--- config.mk ---
export PLATFORM = sky130hd
export DESIGN_NAME = cam_gray_scaler
export DESIGN_NICKNAME = d
export VERILOG_FILES = /design/src/cam_gray_pkg.sv /design/src/cam_byte_packer.sv /design/src/cam_gray_scaler.sv /design/src/credit_tx_fifo.sv /design/src/nn_decimator.sv /design/src/rgb_to_luma.sv
export VERILOG_INCLUDE_DIRS = /design/src
export SDC_FILE = /design/constraint.sdc
export NUM_CORES = 1
export LEC_CHECK = 0
export CAP_MARGIN = 20
export CORE_UTILIZATION = 40
export DETAILED_ROUTE_END_ITERATION = 7
export DONT_BUFFER_PORTS = 1
export MAX_ROUTING_LAYER = met4
export PLACE_DENSITY_LB_ADDON = 0.3
export REMOVE_ABC_BUFFERS = 1
export SLEW_MARGIN = 20
export SYNTH_ARGS = -nofsm -noshare
export SYNTH_HDL_FRONTEND = slang
export SYNTH_SLANG_ARGS = --single-unit
--- constraint.sdc ---
create_clock -name vtc_vs_out -period 8.4 [get_ports vtc_vs_out]
set_input_delay 1.26 -clock vtc_vs_out [delete_from_list [all_inputs] [get_ports vtc_vs_out]]
set_output_delay 1.26 -clock vtc_vs_out [all_outputs]
set_load 0.005 [all_outputs]
--- src/cam_gray_macros.svh ---
// frame sizes, coordinate width, grey weights, credit count and output fifo depth
`ifndef CAM_GRAY_MACROS_SVH
`define CAM_GRAY_MACROS_SVH

// source frame as delivered by the camera
`define CGS_SRC_W 640
`define CGS_SRC_H 480

// frame after nearest-neighbour decimation
`define CGS_DST_W 64
`define CGS_DST_H 64

// bits per column or row index, covers 2047
`define CGS_COORD_W 11

// bt.601 style weights scaled by 256, they sum to 256
`define CGS_LUMA_R 77
`define CGS_LUMA_G 150
`define CGS_LUMA_B 29

// credits granted by the consumer after reset
`define CGS_CREDIT_INIT 4

// entries in the output fifo
`define CGS_FIFO_DEPTH 8

`endif

--- src/cam_gray_pkg.sv ---
// package with the rgb888 pixel, grey value, coordinate and credit counter types
`default_nettype none

`include "cam_gray_macros.svh"

package cam_gray_pkg;

    // red in the top byte, blue in the bottom byte
    typedef struct packed {
        logic [7:0] r;
        logic [7:0] g;
        logic [7:0] b;
    } rgb_pix_t;

    // 8-bit grey value
    typedef logic [7:0] luma_t;

    // column or row index in the source frame
    typedef logic [`CGS_COORD_W-1:0] coord_t;

    // counter width that still holds the initial grant
    localparam int unsigned CRED_W = $clog2(`CGS_CREDIT_INIT + 1);

    typedef logic [CRED_W-1:0] cred_cnt_t;

endpackage

`default_nettype wire

--- src/cam_byte_packer.sv ---
// camera byte packer, rgb888 assembly with column, row and frame start tracking
`default_nettype none

`include "cam_gray_macros.svh"

module cam_byte_packer #(
    parameter int unsigned SRC_W = `CGS_SRC_W  // pixels per source line
) (
    input  wire                     i_arst_n,
    input  wire                     vtc_vs_out,
    input  wire                     i_cam_vsync,    // high during vertical blanking
    input  wire                     i_cam_href,     // high on active bytes
    input  wire [7:0]               i_cam_data,     // r, g, b byte order
    output logic                    o_pix_valid,
    output cam_gray_pkg::rgb_pix_t  o_pix_rgb,
    output cam_gray_pkg::coord_t    o_pix_col,
    output cam_gray_pkg::coord_t    o_pix_row,
    output logic                    o_frame_start   // one pulse per vsync fall
);
    import cam_gray_pkg::*;

    logic [1:0] phase_q;    // 0 red, 1 green, 2 blue
    logic [7:0] red_q;
    logic [7:0] green_q;
    logic       vsync_q;
    coord_t     col_q;      // coordinate for the pixel being gathered
    coord_t     row_q;
    logic       vs_fall;
    logic       pix_done;

    assign vs_fall  = vsync_q & ~i_cam_vsync;
    assign pix_done = i_cam_href & (phase_q == 2'd2);   // blue byte on the bus

    always_ff @(posedge vtc_vs_out or negedge i_arst_n) begin
        if (!i_arst_n) begin
            phase_q       <= 2'd0;
            vsync_q       <= 1'b0;
            col_q         <= '0;
            row_q         <= '0;
            o_pix_valid   <= 1'b0;
            o_frame_start <= 1'b0;
        end else begin
            vsync_q       <= i_cam_vsync;
            o_frame_start <= vs_fall;
            o_pix_valid   <= pix_done;
            // phase restarts on every href gap
            if (!i_cam_href || pix_done) begin
                phase_q <= 2'd0;
            end else begin
                phase_q <= phase_q + 2'd1;
            end
            if (vs_fall) begin
                col_q <= '0;
                row_q <= '0;
            end else if (pix_done) begin
                if (col_q == coord_t'(SRC_W - 1)) begin   // last pixel of the line
                    col_q <= '0;
                    row_q <= row_q + 1'b1;
                end else begin
                    col_q <= col_q + 1'b1;
                end
            end
        end
    end

    always_ff @(posedge vtc_vs_out) begin
        if (i_cam_href && phase_q == 2'd0) red_q <= i_cam_data;
        if (i_cam_href && phase_q == 2'd1) green_q <= i_cam_data;
        if (pix_done) begin
            o_pix_rgb <= {red_q, green_q, i_cam_data};
            o_pix_col <= col_q;
            o_pix_row <= row_q;
        end
    end

endmodule

`default_nettype wire

--- src/cam_gray_scaler.sv ---
// top level, camera bytes to decimated grey pixels under credit flow control
`default_nettype none

`include "cam_gray_macros.svh"

module cam_gray_scaler #(
    parameter int unsigned SRC_W = `CGS_SRC_W,
    parameter int unsigned SRC_H = `CGS_SRC_H,
    parameter int unsigned DST_W = `CGS_DST_W,
    parameter int unsigned DST_H = `CGS_DST_H
) (
    input  wire                     i_arst_n,
    input  wire                     vtc_vs_out,
    input  wire                     i_cam_vsync,
    input  wire                     i_cam_href,
    input  wire [7:0]               i_cam_data,
    input  wire                     i_credit,
    output logic                    o_pix_valid,
    output cam_gray_pkg::luma_t     o_pix_data,
    output logic                    o_pix_sof,
    output logic                    o_pix_eol,
    output logic                    o_overflow
);

    logic                   frame_start;    // to decimator and fifo
    logic                   pix_valid;
    cam_gray_pkg::rgb_pix_t pix_rgb;
    cam_gray_pkg::coord_t   pix_col;
    cam_gray_pkg::coord_t   pix_row;
    logic                   sel_valid;
    cam_gray_pkg::rgb_pix_t sel_rgb;
    logic                   sel_sof;
    logic                   sel_eol;
    logic                   luma_valid;
    cam_gray_pkg::luma_t    luma_data;
    logic                   luma_sof;
    logic                   luma_eol;

    cam_byte_packer #(
        .SRC_W(SRC_W)
    ) cam_byte_packer_i (
        .i_arst_n     (i_arst_n),
        .vtc_vs_out   (vtc_vs_out),
        .i_cam_vsync  (i_cam_vsync),
        .i_cam_href   (i_cam_href),
        .i_cam_data   (i_cam_data),
        .o_pix_valid  (pix_valid),
        .o_pix_rgb    (pix_rgb),
        .o_pix_col    (pix_col),
        .o_pix_row    (pix_row),
        .o_frame_start(frame_start)
    );

    nn_decimator #(
        .SRC_W(SRC_W),
        .SRC_H(SRC_H),
        .DST_W(DST_W),
        .DST_H(DST_H)
    ) nn_decimator_i (
        .i_arst_n     (i_arst_n),
        .vtc_vs_out   (vtc_vs_out),
        .i_frame_start(frame_start),
        .i_pix_valid  (pix_valid),
        .i_pix_rgb    (pix_rgb),
        .i_pix_col    (pix_col),
        .i_pix_row    (pix_row),
        .o_sel_valid  (sel_valid),
        .o_sel_rgb    (sel_rgb),
        .o_sel_sof    (sel_sof),
        .o_sel_eol    (sel_eol)
    );

    rgb_to_luma rgb_to_luma_i (
        .i_arst_n  (i_arst_n),
        .vtc_vs_out(vtc_vs_out),
        .i_valid   (sel_valid),
        .i_rgb     (sel_rgb),
        .i_sof     (sel_sof),
        .i_eol     (sel_eol),
        .o_valid   (luma_valid),
        .o_luma    (luma_data),
        .o_sof     (luma_sof),
        .o_eol     (luma_eol)
    );

    credit_tx_fifo #(
        .DEPTH      (`CGS_FIFO_DEPTH),
        .CREDIT_INIT(`CGS_CREDIT_INIT)
    ) credit_tx_fifo_i (
        .i_arst_n     (i_arst_n),
        .vtc_vs_out   (vtc_vs_out),
        .i_frame_start(frame_start),
        .i_valid      (luma_valid),
        .i_luma       (luma_data),
        .i_sof        (luma_sof),
        .i_eol        (luma_eol),
        .i_credit     (i_credit),
        .o_pix_valid  (o_pix_valid),
        .o_pix_data   (o_pix_data),
        .o_pix_sof    (o_pix_sof),
        .o_pix_eol    (o_pix_eol),
        .o_overflow   (o_overflow)
    );

endmodule

`default_nettype wire

--- src/credit_tx_fifo.sv ---
// output fifo for grey pixels, credit based sending and sticky overflow flag
`default_nettype none

`include "cam_gray_macros.svh"

module credit_tx_fifo #(
    parameter int unsigned DEPTH       = `CGS_FIFO_DEPTH,
    parameter int unsigned CREDIT_INIT = `CGS_CREDIT_INIT
) (
    input  wire                     i_arst_n,
    input  wire                     vtc_vs_out,
    input  wire                     i_frame_start,  // clears the overflow flag
    input  wire                     i_valid,
    input  wire cam_gray_pkg::luma_t i_luma,
    input  wire                     i_sof,
    input  wire                     i_eol,
    input  wire                     i_credit,       // one credit back per pulse
    output logic                    o_pix_valid,
    output cam_gray_pkg::luma_t     o_pix_data,
    output logic                    o_pix_sof,
    output logic                    o_pix_eol,
    output logic                    o_overflow
);
    import cam_gray_pkg::*;

    localparam int unsigned AW = (DEPTH > 1) ? $clog2(DEPTH) : 1;

    typedef logic [AW-1:0] ptr_t;

    luma_t       mem_luma [DEPTH];
    logic        mem_sof  [DEPTH];
    logic        mem_eol  [DEPTH];
    ptr_t        wr_ptr_q;
    ptr_t        rd_ptr_q;
    logic [AW:0] count_q;       // entries held
    cred_cnt_t   credit_q;      // credits left at the consumer
    logic        push;
    logic        pop;
    logic        drop;

    function automatic ptr_t ptr_inc(input ptr_t p);
        return (p == ptr_t'(DEPTH - 1)) ? '0 : p + 1'b1;
    endfunction

    assign push = i_valid & (count_q < (AW+1)'(DEPTH));
    assign drop = i_valid & ~push;                      // camera cannot wait
    assign pop  = (count_q != '0) & (credit_q != '0);   // one send per cycle

    always_ff @(posedge vtc_vs_out or negedge i_arst_n) begin
        if (!i_arst_n) begin
            wr_ptr_q    <= '0;
            rd_ptr_q    <= '0;
            count_q     <= '0;
            credit_q    <= cred_cnt_t'(CREDIT_INIT);
            o_pix_valid <= 1'b0;
            o_pix_sof   <= 1'b0;
            o_pix_eol   <= 1'b0;
            o_overflow  <= 1'b0;
        end else begin
            o_pix_valid <= pop;
            o_pix_sof   <= pop & mem_sof[rd_ptr_q];
            o_pix_eol   <= pop & mem_eol[rd_ptr_q];
            if (push) wr_ptr_q <= ptr_inc(wr_ptr_q);
            if (pop) rd_ptr_q <= ptr_inc(rd_ptr_q);
            if (push && !pop) begin
                count_q <= count_q + 1'b1;
            end else if (!push && pop) begin
                count_q <= count_q - 1'b1;
            end
            // send and return in one cycle cancel out
            if (pop && !i_credit) begin
                credit_q <= credit_q - 1'b1;
            end else if (!pop && i_credit) begin
                credit_q <= credit_q + 1'b1;
            end
            if (drop) begin
                o_overflow <= 1'b1;     // sticky for the rest of the frame
            end else if (i_frame_start) begin
                o_overflow <= 1'b0;
            end
        end
    end

    always_ff @(posedge vtc_vs_out) begin
        if (push) begin
            mem_luma[wr_ptr_q] <= i_luma;
            mem_sof[wr_ptr_q]  <= i_sof;
            mem_eol[wr_ptr_q]  <= i_eol;
        end
        if (pop) o_pix_data <= mem_luma[rd_ptr_q];
    end

    // consumer never hands back more than it was granted
    a_credit_max: assert property (@(posedge vtc_vs_out) disable iff (!i_arst_n)
        credit_q <= cred_cnt_t'(CREDIT_INIT))
        else $error("credit count above the initial grant");

    // count stays within the depth and an empty fifo has matching pointers
    a_no_underflow: assert property (@(posedge vtc_vs_out) disable iff (!i_arst_n)
        (count_q <= (AW+1)'(DEPTH)) && ((count_q != '0) || (wr_ptr_q == rd_ptr_q)))
        else $error("fifo count out of range or pointers apart while empty");

endmodule

`default_nettype wire

--- src/nn_decimator.sv ---
// nearest-neighbour decimator with modulo accumulators, marks frame start and line end
`default_nettype none

`include "cam_gray_macros.svh"

module nn_decimator #(
    parameter int unsigned SRC_W = `CGS_SRC_W,
    parameter int unsigned SRC_H = `CGS_SRC_H,
    parameter int unsigned DST_W = `CGS_DST_W,
    parameter int unsigned DST_H = `CGS_DST_H
) (
    input  wire                     i_arst_n,
    input  wire                     vtc_vs_out,
    input  wire                     i_frame_start,
    input  wire                     i_pix_valid,
    input  wire cam_gray_pkg::rgb_pix_t i_pix_rgb,
    input  wire cam_gray_pkg::coord_t   i_pix_col,
    input  wire cam_gray_pkg::coord_t   i_pix_row,
    output logic                    o_sel_valid,
    output cam_gray_pkg::rgb_pix_t  o_sel_rgb,
    output logic                    o_sel_sof,
    output logic                    o_sel_eol
);
    import cam_gray_pkg::*;

    typedef logic [`CGS_COORD_W:0] acc_t;   // spare bit for acc + dst

    coord_t col_acc_q;      // (x * DST_W) mod SRC_W of the last pixel
    coord_t row_acc_q;      // (y * DST_H) mod SRC_H of the current line
    coord_t keep_cnt_q;     // kept columns so far in this line
    logic   sof_armed_q;    // next (0,0) carries sof
    acc_t   col_sum;
    acc_t   row_sum;
    coord_t col_step;
    coord_t row_step;
    coord_t col_rem;
    coord_t row_rem;
    coord_t keep_idx;
    logic   line_first;
    logic   sof_hit;
    logic   col_keep;
    logic   row_keep;
    logic   pick;

    // one step of each accumulator, wraps at the source size
    assign col_sum  = acc_t'(col_acc_q) + acc_t'(DST_W);
    assign row_sum  = acc_t'(row_acc_q) + acc_t'(DST_H);
    assign col_step = (col_sum >= acc_t'(SRC_W)) ? coord_t'(col_sum - acc_t'(SRC_W))
                                                 : coord_t'(col_sum);
    assign row_step = (row_sum >= acc_t'(SRC_H)) ? coord_t'(row_sum - acc_t'(SRC_H))
                                                 : coord_t'(row_sum);

    assign line_first = (i_pix_col == '0);
    assign sof_hit    = line_first & (i_pix_row == '0);
    assign col_rem    = line_first ? '0 : col_step;
    assign row_rem    = !line_first ? row_acc_q :      // row remainder fixed within a line
                        (i_pix_row == '0) ? '0 : row_step;

    assign col_keep = (col_rem < coord_t'(DST_W));
    assign row_keep = (row_rem < coord_t'(DST_H));
    assign keep_idx = line_first ? '0 : keep_cnt_q;
    assign pick     = i_pix_valid & col_keep & row_keep;

    always_ff @(posedge vtc_vs_out or negedge i_arst_n) begin
        if (!i_arst_n) begin
            col_acc_q   <= '0;
            row_acc_q   <= '0;
            keep_cnt_q  <= '0;
            sof_armed_q <= 1'b1;
            o_sel_valid <= 1'b0;
            o_sel_sof   <= 1'b0;
            o_sel_eol   <= 1'b0;
        end else begin
            o_sel_valid <= pick;
            o_sel_sof   <= pick & sof_hit & sof_armed_q;
            o_sel_eol   <= pick & (keep_idx == coord_t'(DST_W - 1));   // last kept column
            if (i_frame_start) begin
                sof_armed_q <= 1'b1;
            end else if (pick && sof_hit) begin
                sof_armed_q <= 1'b0;
            end
            if (i_pix_valid) begin
                col_acc_q <= col_rem;
                row_acc_q <= row_rem;
                if (col_keep) keep_cnt_q <= keep_idx + 1'b1;
            end
        end
    end

    always_ff @(posedge vtc_vs_out) begin
        if (pick) o_sel_rgb <= i_pix_rgb;
    end

    // decimation only, no upscaling
    a_dst_fits: assert property (@(posedge vtc_vs_out) disable iff (!i_arst_n)
        (DST_W <= SRC_W) && (DST_H <= SRC_H))
        else $error("decimated frame larger than the source frame");

endmodule

`default_nettype wire

--- src/rgb_to_luma.sv ---
// registered rgb888 to 8-bit grey conversion by weighted sum
`default_nettype none

`include "cam_gray_macros.svh"

module rgb_to_luma (
    input  wire                     i_arst_n,
    input  wire                     vtc_vs_out,
    input  wire                     i_valid,
    input  wire cam_gray_pkg::rgb_pix_t i_rgb,
    input  wire                     i_sof,
    input  wire                     i_eol,
    output logic                    o_valid,
    output cam_gray_pkg::luma_t     o_luma,
    output logic                    o_sof,
    output logic                    o_eol
);
    import cam_gray_pkg::*;

    logic [15:0] wsum;      // max 255 * 256, fits
    luma_t       luma_d;

    assign wsum = 16'(`CGS_LUMA_R) * 16'(i_rgb.r)
                + 16'(`CGS_LUMA_G) * 16'(i_rgb.g)
                + 16'(`CGS_LUMA_B) * 16'(i_rgb.b);
    assign luma_d = wsum[15:8];     // floor of sum / 256

    always_ff @(posedge vtc_vs_out or negedge i_arst_n) begin
        if (!i_arst_n) begin
            o_valid <= 1'b0;
            o_sof   <= 1'b0;
            o_eol   <= 1'b0;
        end else begin
            o_valid <= i_valid;
            o_sof   <= i_valid & i_sof;   // markers ride with the pixel
            o_eol   <= i_valid & i_eol;
        end
    end

    always_ff @(posedge vtc_vs_out) begin
        if (i_valid) o_luma <= luma_d;
    end

endmodule

`default_nettype wire

==> impl_metrics.yaml, run 1 <==
critical_path:
  critPathBufInv: 4
  worstPathRequired_ns: 8.66
  cp_top_family: "adder cells"
  slowest_delay_ns: 0.54
  worstPathCellList: "ha_1, ha_1, inv_1, fa_1, inv_1, fa_1, ha_1, xnor2_1, fa_1, fa_1, inv_1, fa_1, fa_1, inv_1, ha_1, and2_1, a31oi_1, nor2_1, a2111oi_2, nor2b_1, nor2_1, xnor2_1"
  slowest_stage: "fa_1"
  rr_worst_depth: 22
  cp.depth: 22
  worstSetupEndpointType: "register"
  cp_common_cell: "fa_1"
  reg2reg_from: "nn_decimator_i.o_sel_rgb[12]"
  worstSetupStartpointType: "register"
  critPathArrivalTime_ns: 6.88
  path_class: "reg2reg"
  critPathLaunch: "nn_decimator_i.o_sel_rgb[12]"
  r2r_slack_ns: 1.77
  crit_fanout: 4
  r2r_end: "rgb_to_luma_i.o_luma[6]"
power_and_ir_drop:
  power.density_nw_per_um2: 226
  p_sw_frac: 0.260
  combPwrFrac: 0.169
  power.leakage_nw: 5.91
  irDropWorstVdd_v: 0.000205
  intPower_mw: 2.45
  p_clk_frac: 0.356
  p_sw_uw: 860
  seqPwrFrac: 0.475
route:
  dr.first_iter.drc_count: 265
  firstDrtPassIters: 4
  dr_wl_met2_um: 9960
  antenna_left: 0
  top_layer_used: "met4"
  avgViaCountPerCell: 4.83
  num_vias: 7010
  wl_met1_um: 10300
  drt_wl_total_um: 21200
  wl_per_cell_um: 14.6
  route.met3.wl_um: 708
  drc: 0
finish:
  finish.utilization: 0.450
  drive_gt1_frac: 0.104
  multi_input_area_um2: 5440
  regArea_um2: 7290
  syn_to_final_growth_pct: 10.7
  fillCellCount: 2950
  fin_nets: 1165
  antenna_cells: 0
floorplanning:
  coreArea_um2: 32500
  fp.dieW_um: 184
  floorplan.initialDensity: 0.407
  die_area_um2: 33800
  rows: 66
  io_pins: 25
  die_y_um: 184
sta:
  max_slew.worst_pin.slew_ns: 1.02
  max_freq_ghz: 0.151
  min_period_ns: 6.63
  rsz0062_at_grt: "false"
  setup_viol: 0
  relSlewSlack: 0.320
  layout_worst_path_cycle_share: 0.789
  slew_viol_final: 0
  timing.final.hold_violations: 0
  skew_ns: 0.0179
  tns_ns: 0
yosys:
  synth_seq_area_share: 0.551
  synth.avg_cell_area_um2: 13.6
  async_reset_ff_frac: 0.286
  synth_warnings: 0
  synth_edf_count: 182
  synth_flop_cell: "edfxtp_1"
  synth_area_um2: 13200
  ys_types: 72
  ys_ff_latch: 255
  synthCells: 971
clocking:
  numCtsBuffers: 27
  clockRootBuffer: "clkbuf_16"
  post_cts_buffers: 0
  clkTransAtPathRegs_ns: 0.07
  tritoncts: "done"
  cts_hold_buf: 0
  htreeDepth: 1
  cts_resized: 0
  cts_buffer_depth: 3
  cts.sinks: 255
  clk_latency_ns: 0.52
placed_design:
  dp_hpwl_um: 15100
  port_buffers: 0
  place.gp.congestion: 0.780
job:
  timing.max_cap.violations: 0
min_path:
  hp-start: "cam_byte_packer_i.o_pix_rgb[1]"
  whs_path_depth: 0
  worstHoldPathType: "reg2reg"
  holdPathEnd: "nn_decimator_i.o_sel_rgb[1]"
grt:
  grt_start_max_net_pins: 74
  grtUsageTotal: 0.137
  grt_pass1_wl_um: 36200
  grt_pass1_vias: 7286
  antenna_found_initial: 0
  overflow: 0
run_status:
  outcome: "finished, final reports clean"
==> how the worst max path moves through the flow <==
stage | endpoint | slack, ns
detailed placement | rgb_to_luma_i.o_luma[6] | 1.72
CTS | rgb_to_luma_i.o_luma[6] | 1.70
global placement | rgb_to_luma_i.o_luma[7] | 1.79
floorplan | rgb_to_luma_i.o_luma[7] | 2.08
global route | rgb_to_luma_i.o_luma[6] | 1.30
finish | rgb_to_luma_i.o_luma[6] | 1.77
==> power groups by stage <==
stage	Combinational, mW	Sequential (mW)	Clock (mW)
after floorplan	0.443	1.59	0
after global routing	0.631	1.59	1.26
after CTS	0.570	1.58	1.21
after global placement	0.555	1.60	0
final	0.560	1.57	1.18
after detailed placement	0.567	1.60	0
==> sequential cells by signal, indices dropped and copies added (netlist names), 4 cells and up <==
name and count:
cam_byte_packer_i.col_q 11, cam_byte_packer_i.green_q 8, cam_byte_packer_i.o_pix_col 11, cam_byte_packer_i.o_pix_rgb 24, cam_byte_packer_i.o_pix_row 11, cam_byte_packer_i.red_q 8
cam_byte_packer_i.row_q 11, credit_tx_fifo_i.count_q 4, credit_tx_fifo_i.mem_eol 8, credit_tx_fifo_i.mem_luma 64, credit_tx_fifo_i.mem_sof 8, credit_tx_fifo_i.o_pix_data 8
nn_decimator_i.col_acc_q 5, nn_decimator_i.keep_cnt_q 11, nn_decimator_i.o_sel_rgb 24, nn_decimator_i.row_acc_q 6, rgb_to_luma_i.o_luma 8
==> cell families (layout without fill, tap and decap cells) <==
kind of cell	count (synthesis)	in the layout	share of synthesized area
and+or+nand+nor	220	220	0.0837
buffers and inverters	126	165	0.0380
adders and majority gates	161	161	0.185
xor gates and xnor gates	49	49	0.0330
AOI/OAI and AO/OA	125	125	0.0629
DFF	255	255	0.551
muxes	35	35	0.0464
==> through the flow <==
step           setup WS, ns  instance area, um2  hold WS (ns)  power (mW)  cells
2_1_floorplan          2.08               13100         0.400        2.03    953
3_3_place_gp           1.79               13800         0.401        2.15   1404
3_5_place_dp           1.72               13800         0.405        2.17   1404
4_1_cts                1.70               14600         0.411        3.36   1452
5_1_grt                1.30               14600         0.406        3.48   1452
6_report               1.77               14600         0.408        3.31   1452
==> layout by cell type, fill, tap and decap left out, types with 7 or more instances in the layout <==
cell,netlist,routed
nor2b_1,9,9
xor2_1,17,17
o31ai_1,9,9
clkbuf_16,0,27
nand2_1,63,63
fa_1,57,57
mux2_2,11,11
and3_1,9,9
inv_1,108,107
ha_1,104,104
mux4_2,20,20
a21oi_1,26,25
nand2b_1,8,8
nor2_1,53,52
clkinv_1,0,7
dfrtp_1,71,71
a21o_1,7,7
edfxtp_1,182,182
nor3_1,17,16
o21ai_0,43,43
buf_4,1,9
nand3_1,14,14
xnor2_1,31,31
and2_1,11,11
==> synthesized netlist by cell type (all sizes together), types with 3 or more instances <==
| library cell | instances | area share |
|---|---|---|
| a211oi | 4 | 0.0026 |
| a21o | 7 | 0.0040 |
| a21oi | 26 | 0.0098 |
| and2 | 11 | 0.0052 |
| and3 | 9 | 0.0043 |
| buf | 7 | 0.0043 |
| clkbuf | 11 | 0.0031 |
| dfrtp | 71 | 0.13 |
| edfxtp | 182 | 0.41 |
| fa | 57 | 0.086 |
| ha | 104 | 0.098 |
| inv | 108 | 0.031 |
| mux2 | 11 | 0.0094 |
| mux2i | 4 | 0.0030 |
| mux4 | 20 | 0.034 |
| nand2 | 63 | 0.018 |
| nand2b | 9 | 0.0048 |
| nand3 | 15 | 0.0061 |
| nand3b | 3 | 0.0017 |
| nand4 | 4 | 0.0024 |
| nor2 | 54 | 0.016 |
| nor2b | 9 | 0.0043 |
| nor3 | 19 | 0.0089 |
| nor3b | 3 | 0.0017 |
| nor4 | 6 | 0.0028 |
| o211ai | 3 | 0.0017 |
| o21a | 4 | 0.0023 |
| o21ai | 45 | 0.017 |
| o31ai | 9 | 0.0051 |
| or2 | 6 | 0.0028 |
| xnor2 | 31 | 0.021 |
| xor2 | 18 | 0.012 |
==> per-layer routing <==
metal	vias up	global-route usage
met5	-	-
met4	0	0.0300
met3	22	0.0194
met2	91	0.219
met1	3395	0.186
li1	3502	-
==> layout make-up <==
type	count	share of cell area
clock buffer	29	0.0466
clock inverter	19	0.0137
inverter	108	0.0277
multi-input combinational	590	0.372
sequential	255	0.498
tap	442	0.0378
timing repair buffer	9	0.00461
Note: power is estimated with default switching activity, not from simulation.
==> run 2: changes to the inputs <==
==> constraint.sdc (replaced) <==
create_clock -name vtc_vs_out -period 5.6 [get_ports vtc_vs_out]
set_input_delay 0.84 -clock vtc_vs_out [delete_from_list [all_inputs] [get_ports vtc_vs_out]]
set_output_delay 0.84 -clock vtc_vs_out [all_outputs]
set_load 0.005 [all_outputs]
==> run 2 against run 1 <==
  * The flow now finishes with violations (setup timing)
  * Combinational power increased by 52%
  * Global-route usage increased by 0.11 points
  * First-iteration DRC count increased by 12%
  * Largest cell class unchanged
==> impl_metrics.yaml, run 2 (synthesized netlist as in run 1, its figures left out) <==
run_status:
  outcome: "complete, but fails checks"
  failed_checks: "setup timing"
critical_path:
  worstPathRequired_ns: 5.86
  r2r_slack_ns: -0.46
  reg2reg_from: "nn_decimator_i.o_sel_rgb[13]"
  slowest_delay_ns: 0.51
  path_class: "reg2reg"
  worstSetupEndpointType: "register"
  r2r_end: "rgb_to_luma_i.o_luma[7]"
  worstSetupStartpointType: "register"
  rr_worst_depth: 26
  crit_fanout: 4
  critPathArrivalTime_ns: 6.31
  slowest_stage: "fa_1"
sta:
  layout_worst_path_cycle_share: 1.08
  holdWs_ns: 0.164
  rsz0062_at_grt: "true"
  max_freq_ghz: 0.165
  slew_viol_final: 0
  skew_ns: 0.0130
  final.setup.worst_slack_ns: -0.456
  relSlewSlack: 0.318
  tns_ns: -2.20
  timing.final.hold_violations: 0
  max_slew.worst_pin.slew_ns: 1.02
  setup_viol: 6
  min_period_ns: 6.06
grt:
  grt_pass1_wl_um: 36500
  overflow: 0
  grt_pass1_vias: 7308
  antenna_found_initial: 0
  grt_start_max_net_pins: 49
  grtUsageTotal: 0.138
clocking:
  clockRootBuffer: "clkbuf_16"
  numCtsBuffers: 27
  cts.sinks: 255
  htreeDepth: 1
  clkTransAtPathRegs_ns: 0.06
  clk_latency_ns: 0.52
  tritoncts: "done"
  cts_buffer_depth: 3
finish:
  fin_area_um2: 15100
  top_register: "credit_tx_fifo_i.mem_luma"
  largest_reg_flops: 64
  drive_gt1_frac: 0.153
  antenna_cells: 0
  fillCellCount: 2881
  syn_to_final_growth_pct: 14.3
  mostFrequentLayoutCell: "edfxtp_1"
  reg.largest.list: "credit_tx_fifo_i.mem_luma x64, cam_byte_packer_i.o_pix_rgb x24, nn_decimator_i.o_sel_rgb x24"
  finish.utilization: 0.465
  fin_nets: 1197
  mostFrequentLayoutCells: "edfxtp_1, inv_1, ha_1, dfrtp_1, nand2_1"
route:
  dr_wl_met2_um: 10100
  wl_met1_um: 10700
  antenna_left: 0
  top_layer_used: "met4"
  dr.first_iter.drc_count: 296
  avgViaCountPerCell: 4.89
  drt_wl_total_um: 22000
  firstDrtPassIters: 4
  num_vias: 7263
  drc: 0
  route.met3.wl_um: 673
  wl_per_cell_um: 14.8
min_path:
  worstHoldPathType: "in2async"
placed_design:
  dpl_cell_area_um2: 13900
  place.gp.congestion: 0.803
  port_buffers: 0
  dp_hpwl_um: 15000
job:
  timing.max_cap.violations: 0
power_and_ir_drop:
  irDropWorstVdd_v: 0.000260
  power.density_nw_per_um2: 336
  power.leakage_nw: 6.11
  finalPower_mw: 5.08
floorplanning:
  die_y_um: 184
  fp.dieW_um: 184
  coreArea_um2: 32500
  rows: 66
  floorplan.initialDensity: 0.407
  die_area_um2: 33800
  io_pins: 25
[run 2: changes by cell type in the layout (fill, tap and decap cells not counted), sizes merged]
cell         delta
clkbuf          +4
clkinvlp        +1
inv             +1
dlygate4sd3     +2
bufinv          +2
buf            +30
clkinv          -7
[run 2: worst max-delay path, delay by kind of cell (launching register included)]
family                     cells  cell delay (ns)
xor gates and xnor gates       2             0.22
buffers and inverters          4             0.18
adders and majority gates     10             3.61
AOI/OAI and AO/OA              6             1.01
DFF                            1             0.40
and+or+nand+nor                4             0.40
[run 2: stage by stage]
stage               setup slack, ns  cells
finish                       -0.456   1485
global route                 -0.757   1485
CTS                          -0.399   1482
detailed placement           -0.913   1427
global placement             -0.807   1426
floorplan                    -0.715    953
[run 2: how the worst max path moves through the flow]
| stage | from | end | slack, ns | cells after the start |
|---|---|---|---|---|
| 2_1_floorplan | nn_decimator_i.o_sel_rgb[12] | rgb_to_luma_i.o_luma[7] | -0.72 | 22 |
| 3_3_place_gp | nn_decimator_i.o_sel_rgb[12] | rgb_to_luma_i.o_luma[6] | -0.81 | 23 |
| 3_5_place_dp | nn_decimator_i.o_sel_rgb[12] | rgb_to_luma_i.o_luma[6] | -0.91 | 23 |
| 4_1_cts | nn_decimator_i.o_sel_rgb[13] | rgb_to_luma_i.o_luma[7] | -0.40 | 27 |
| 5_1_grt | nn_decimator_i.o_sel_rgb[13] | rgb_to_luma_i.o_luma[7] | -0.76 | 26 |
| 6_report | nn_decimator_i.o_sel_rgb[13] | rgb_to_luma_i.o_luma[7] | -0.46 | 26 |
[run 2: timing repair]
action / CTS / global route
resized for setup: 18 / 12
buffers inserted: 3 / 3
pin swaps: 35 / 12
hold buffers: 3 / 0
endpoints found under the setup margin: 8 / 8
hold endpoints to repair: 47 / 0
[run 2: power by group]
group,switching [mW],leakage (nW),total (mW),internal (mW)
registers,0.166,2.62,2.36,2.19
logic,0.431,3.03,0.851,0.419
clock network,0.710,0.450,1.87,1.16
[run 2: cell type report]
class,count,area (um2),share of cell area
Multi-Input combinational cell,590,5600,0.370
Clock buffer,33,698,0.0462
Clock inverter,16,239,0.0158
Timing Repair Buffer,41,337,0.0223
Sequential cell,255,7290,0.482
Inverter,108,405,0.0268
Tap cell,442,553,0.0366
[run 2: metal layers]
metal  track usage  vias to the layer above
met5             -                        -
met4        0.0313                        0
met3        0.0194                       33
met2         0.218                      105
met1         0.190                     3565
li1              -                     3560
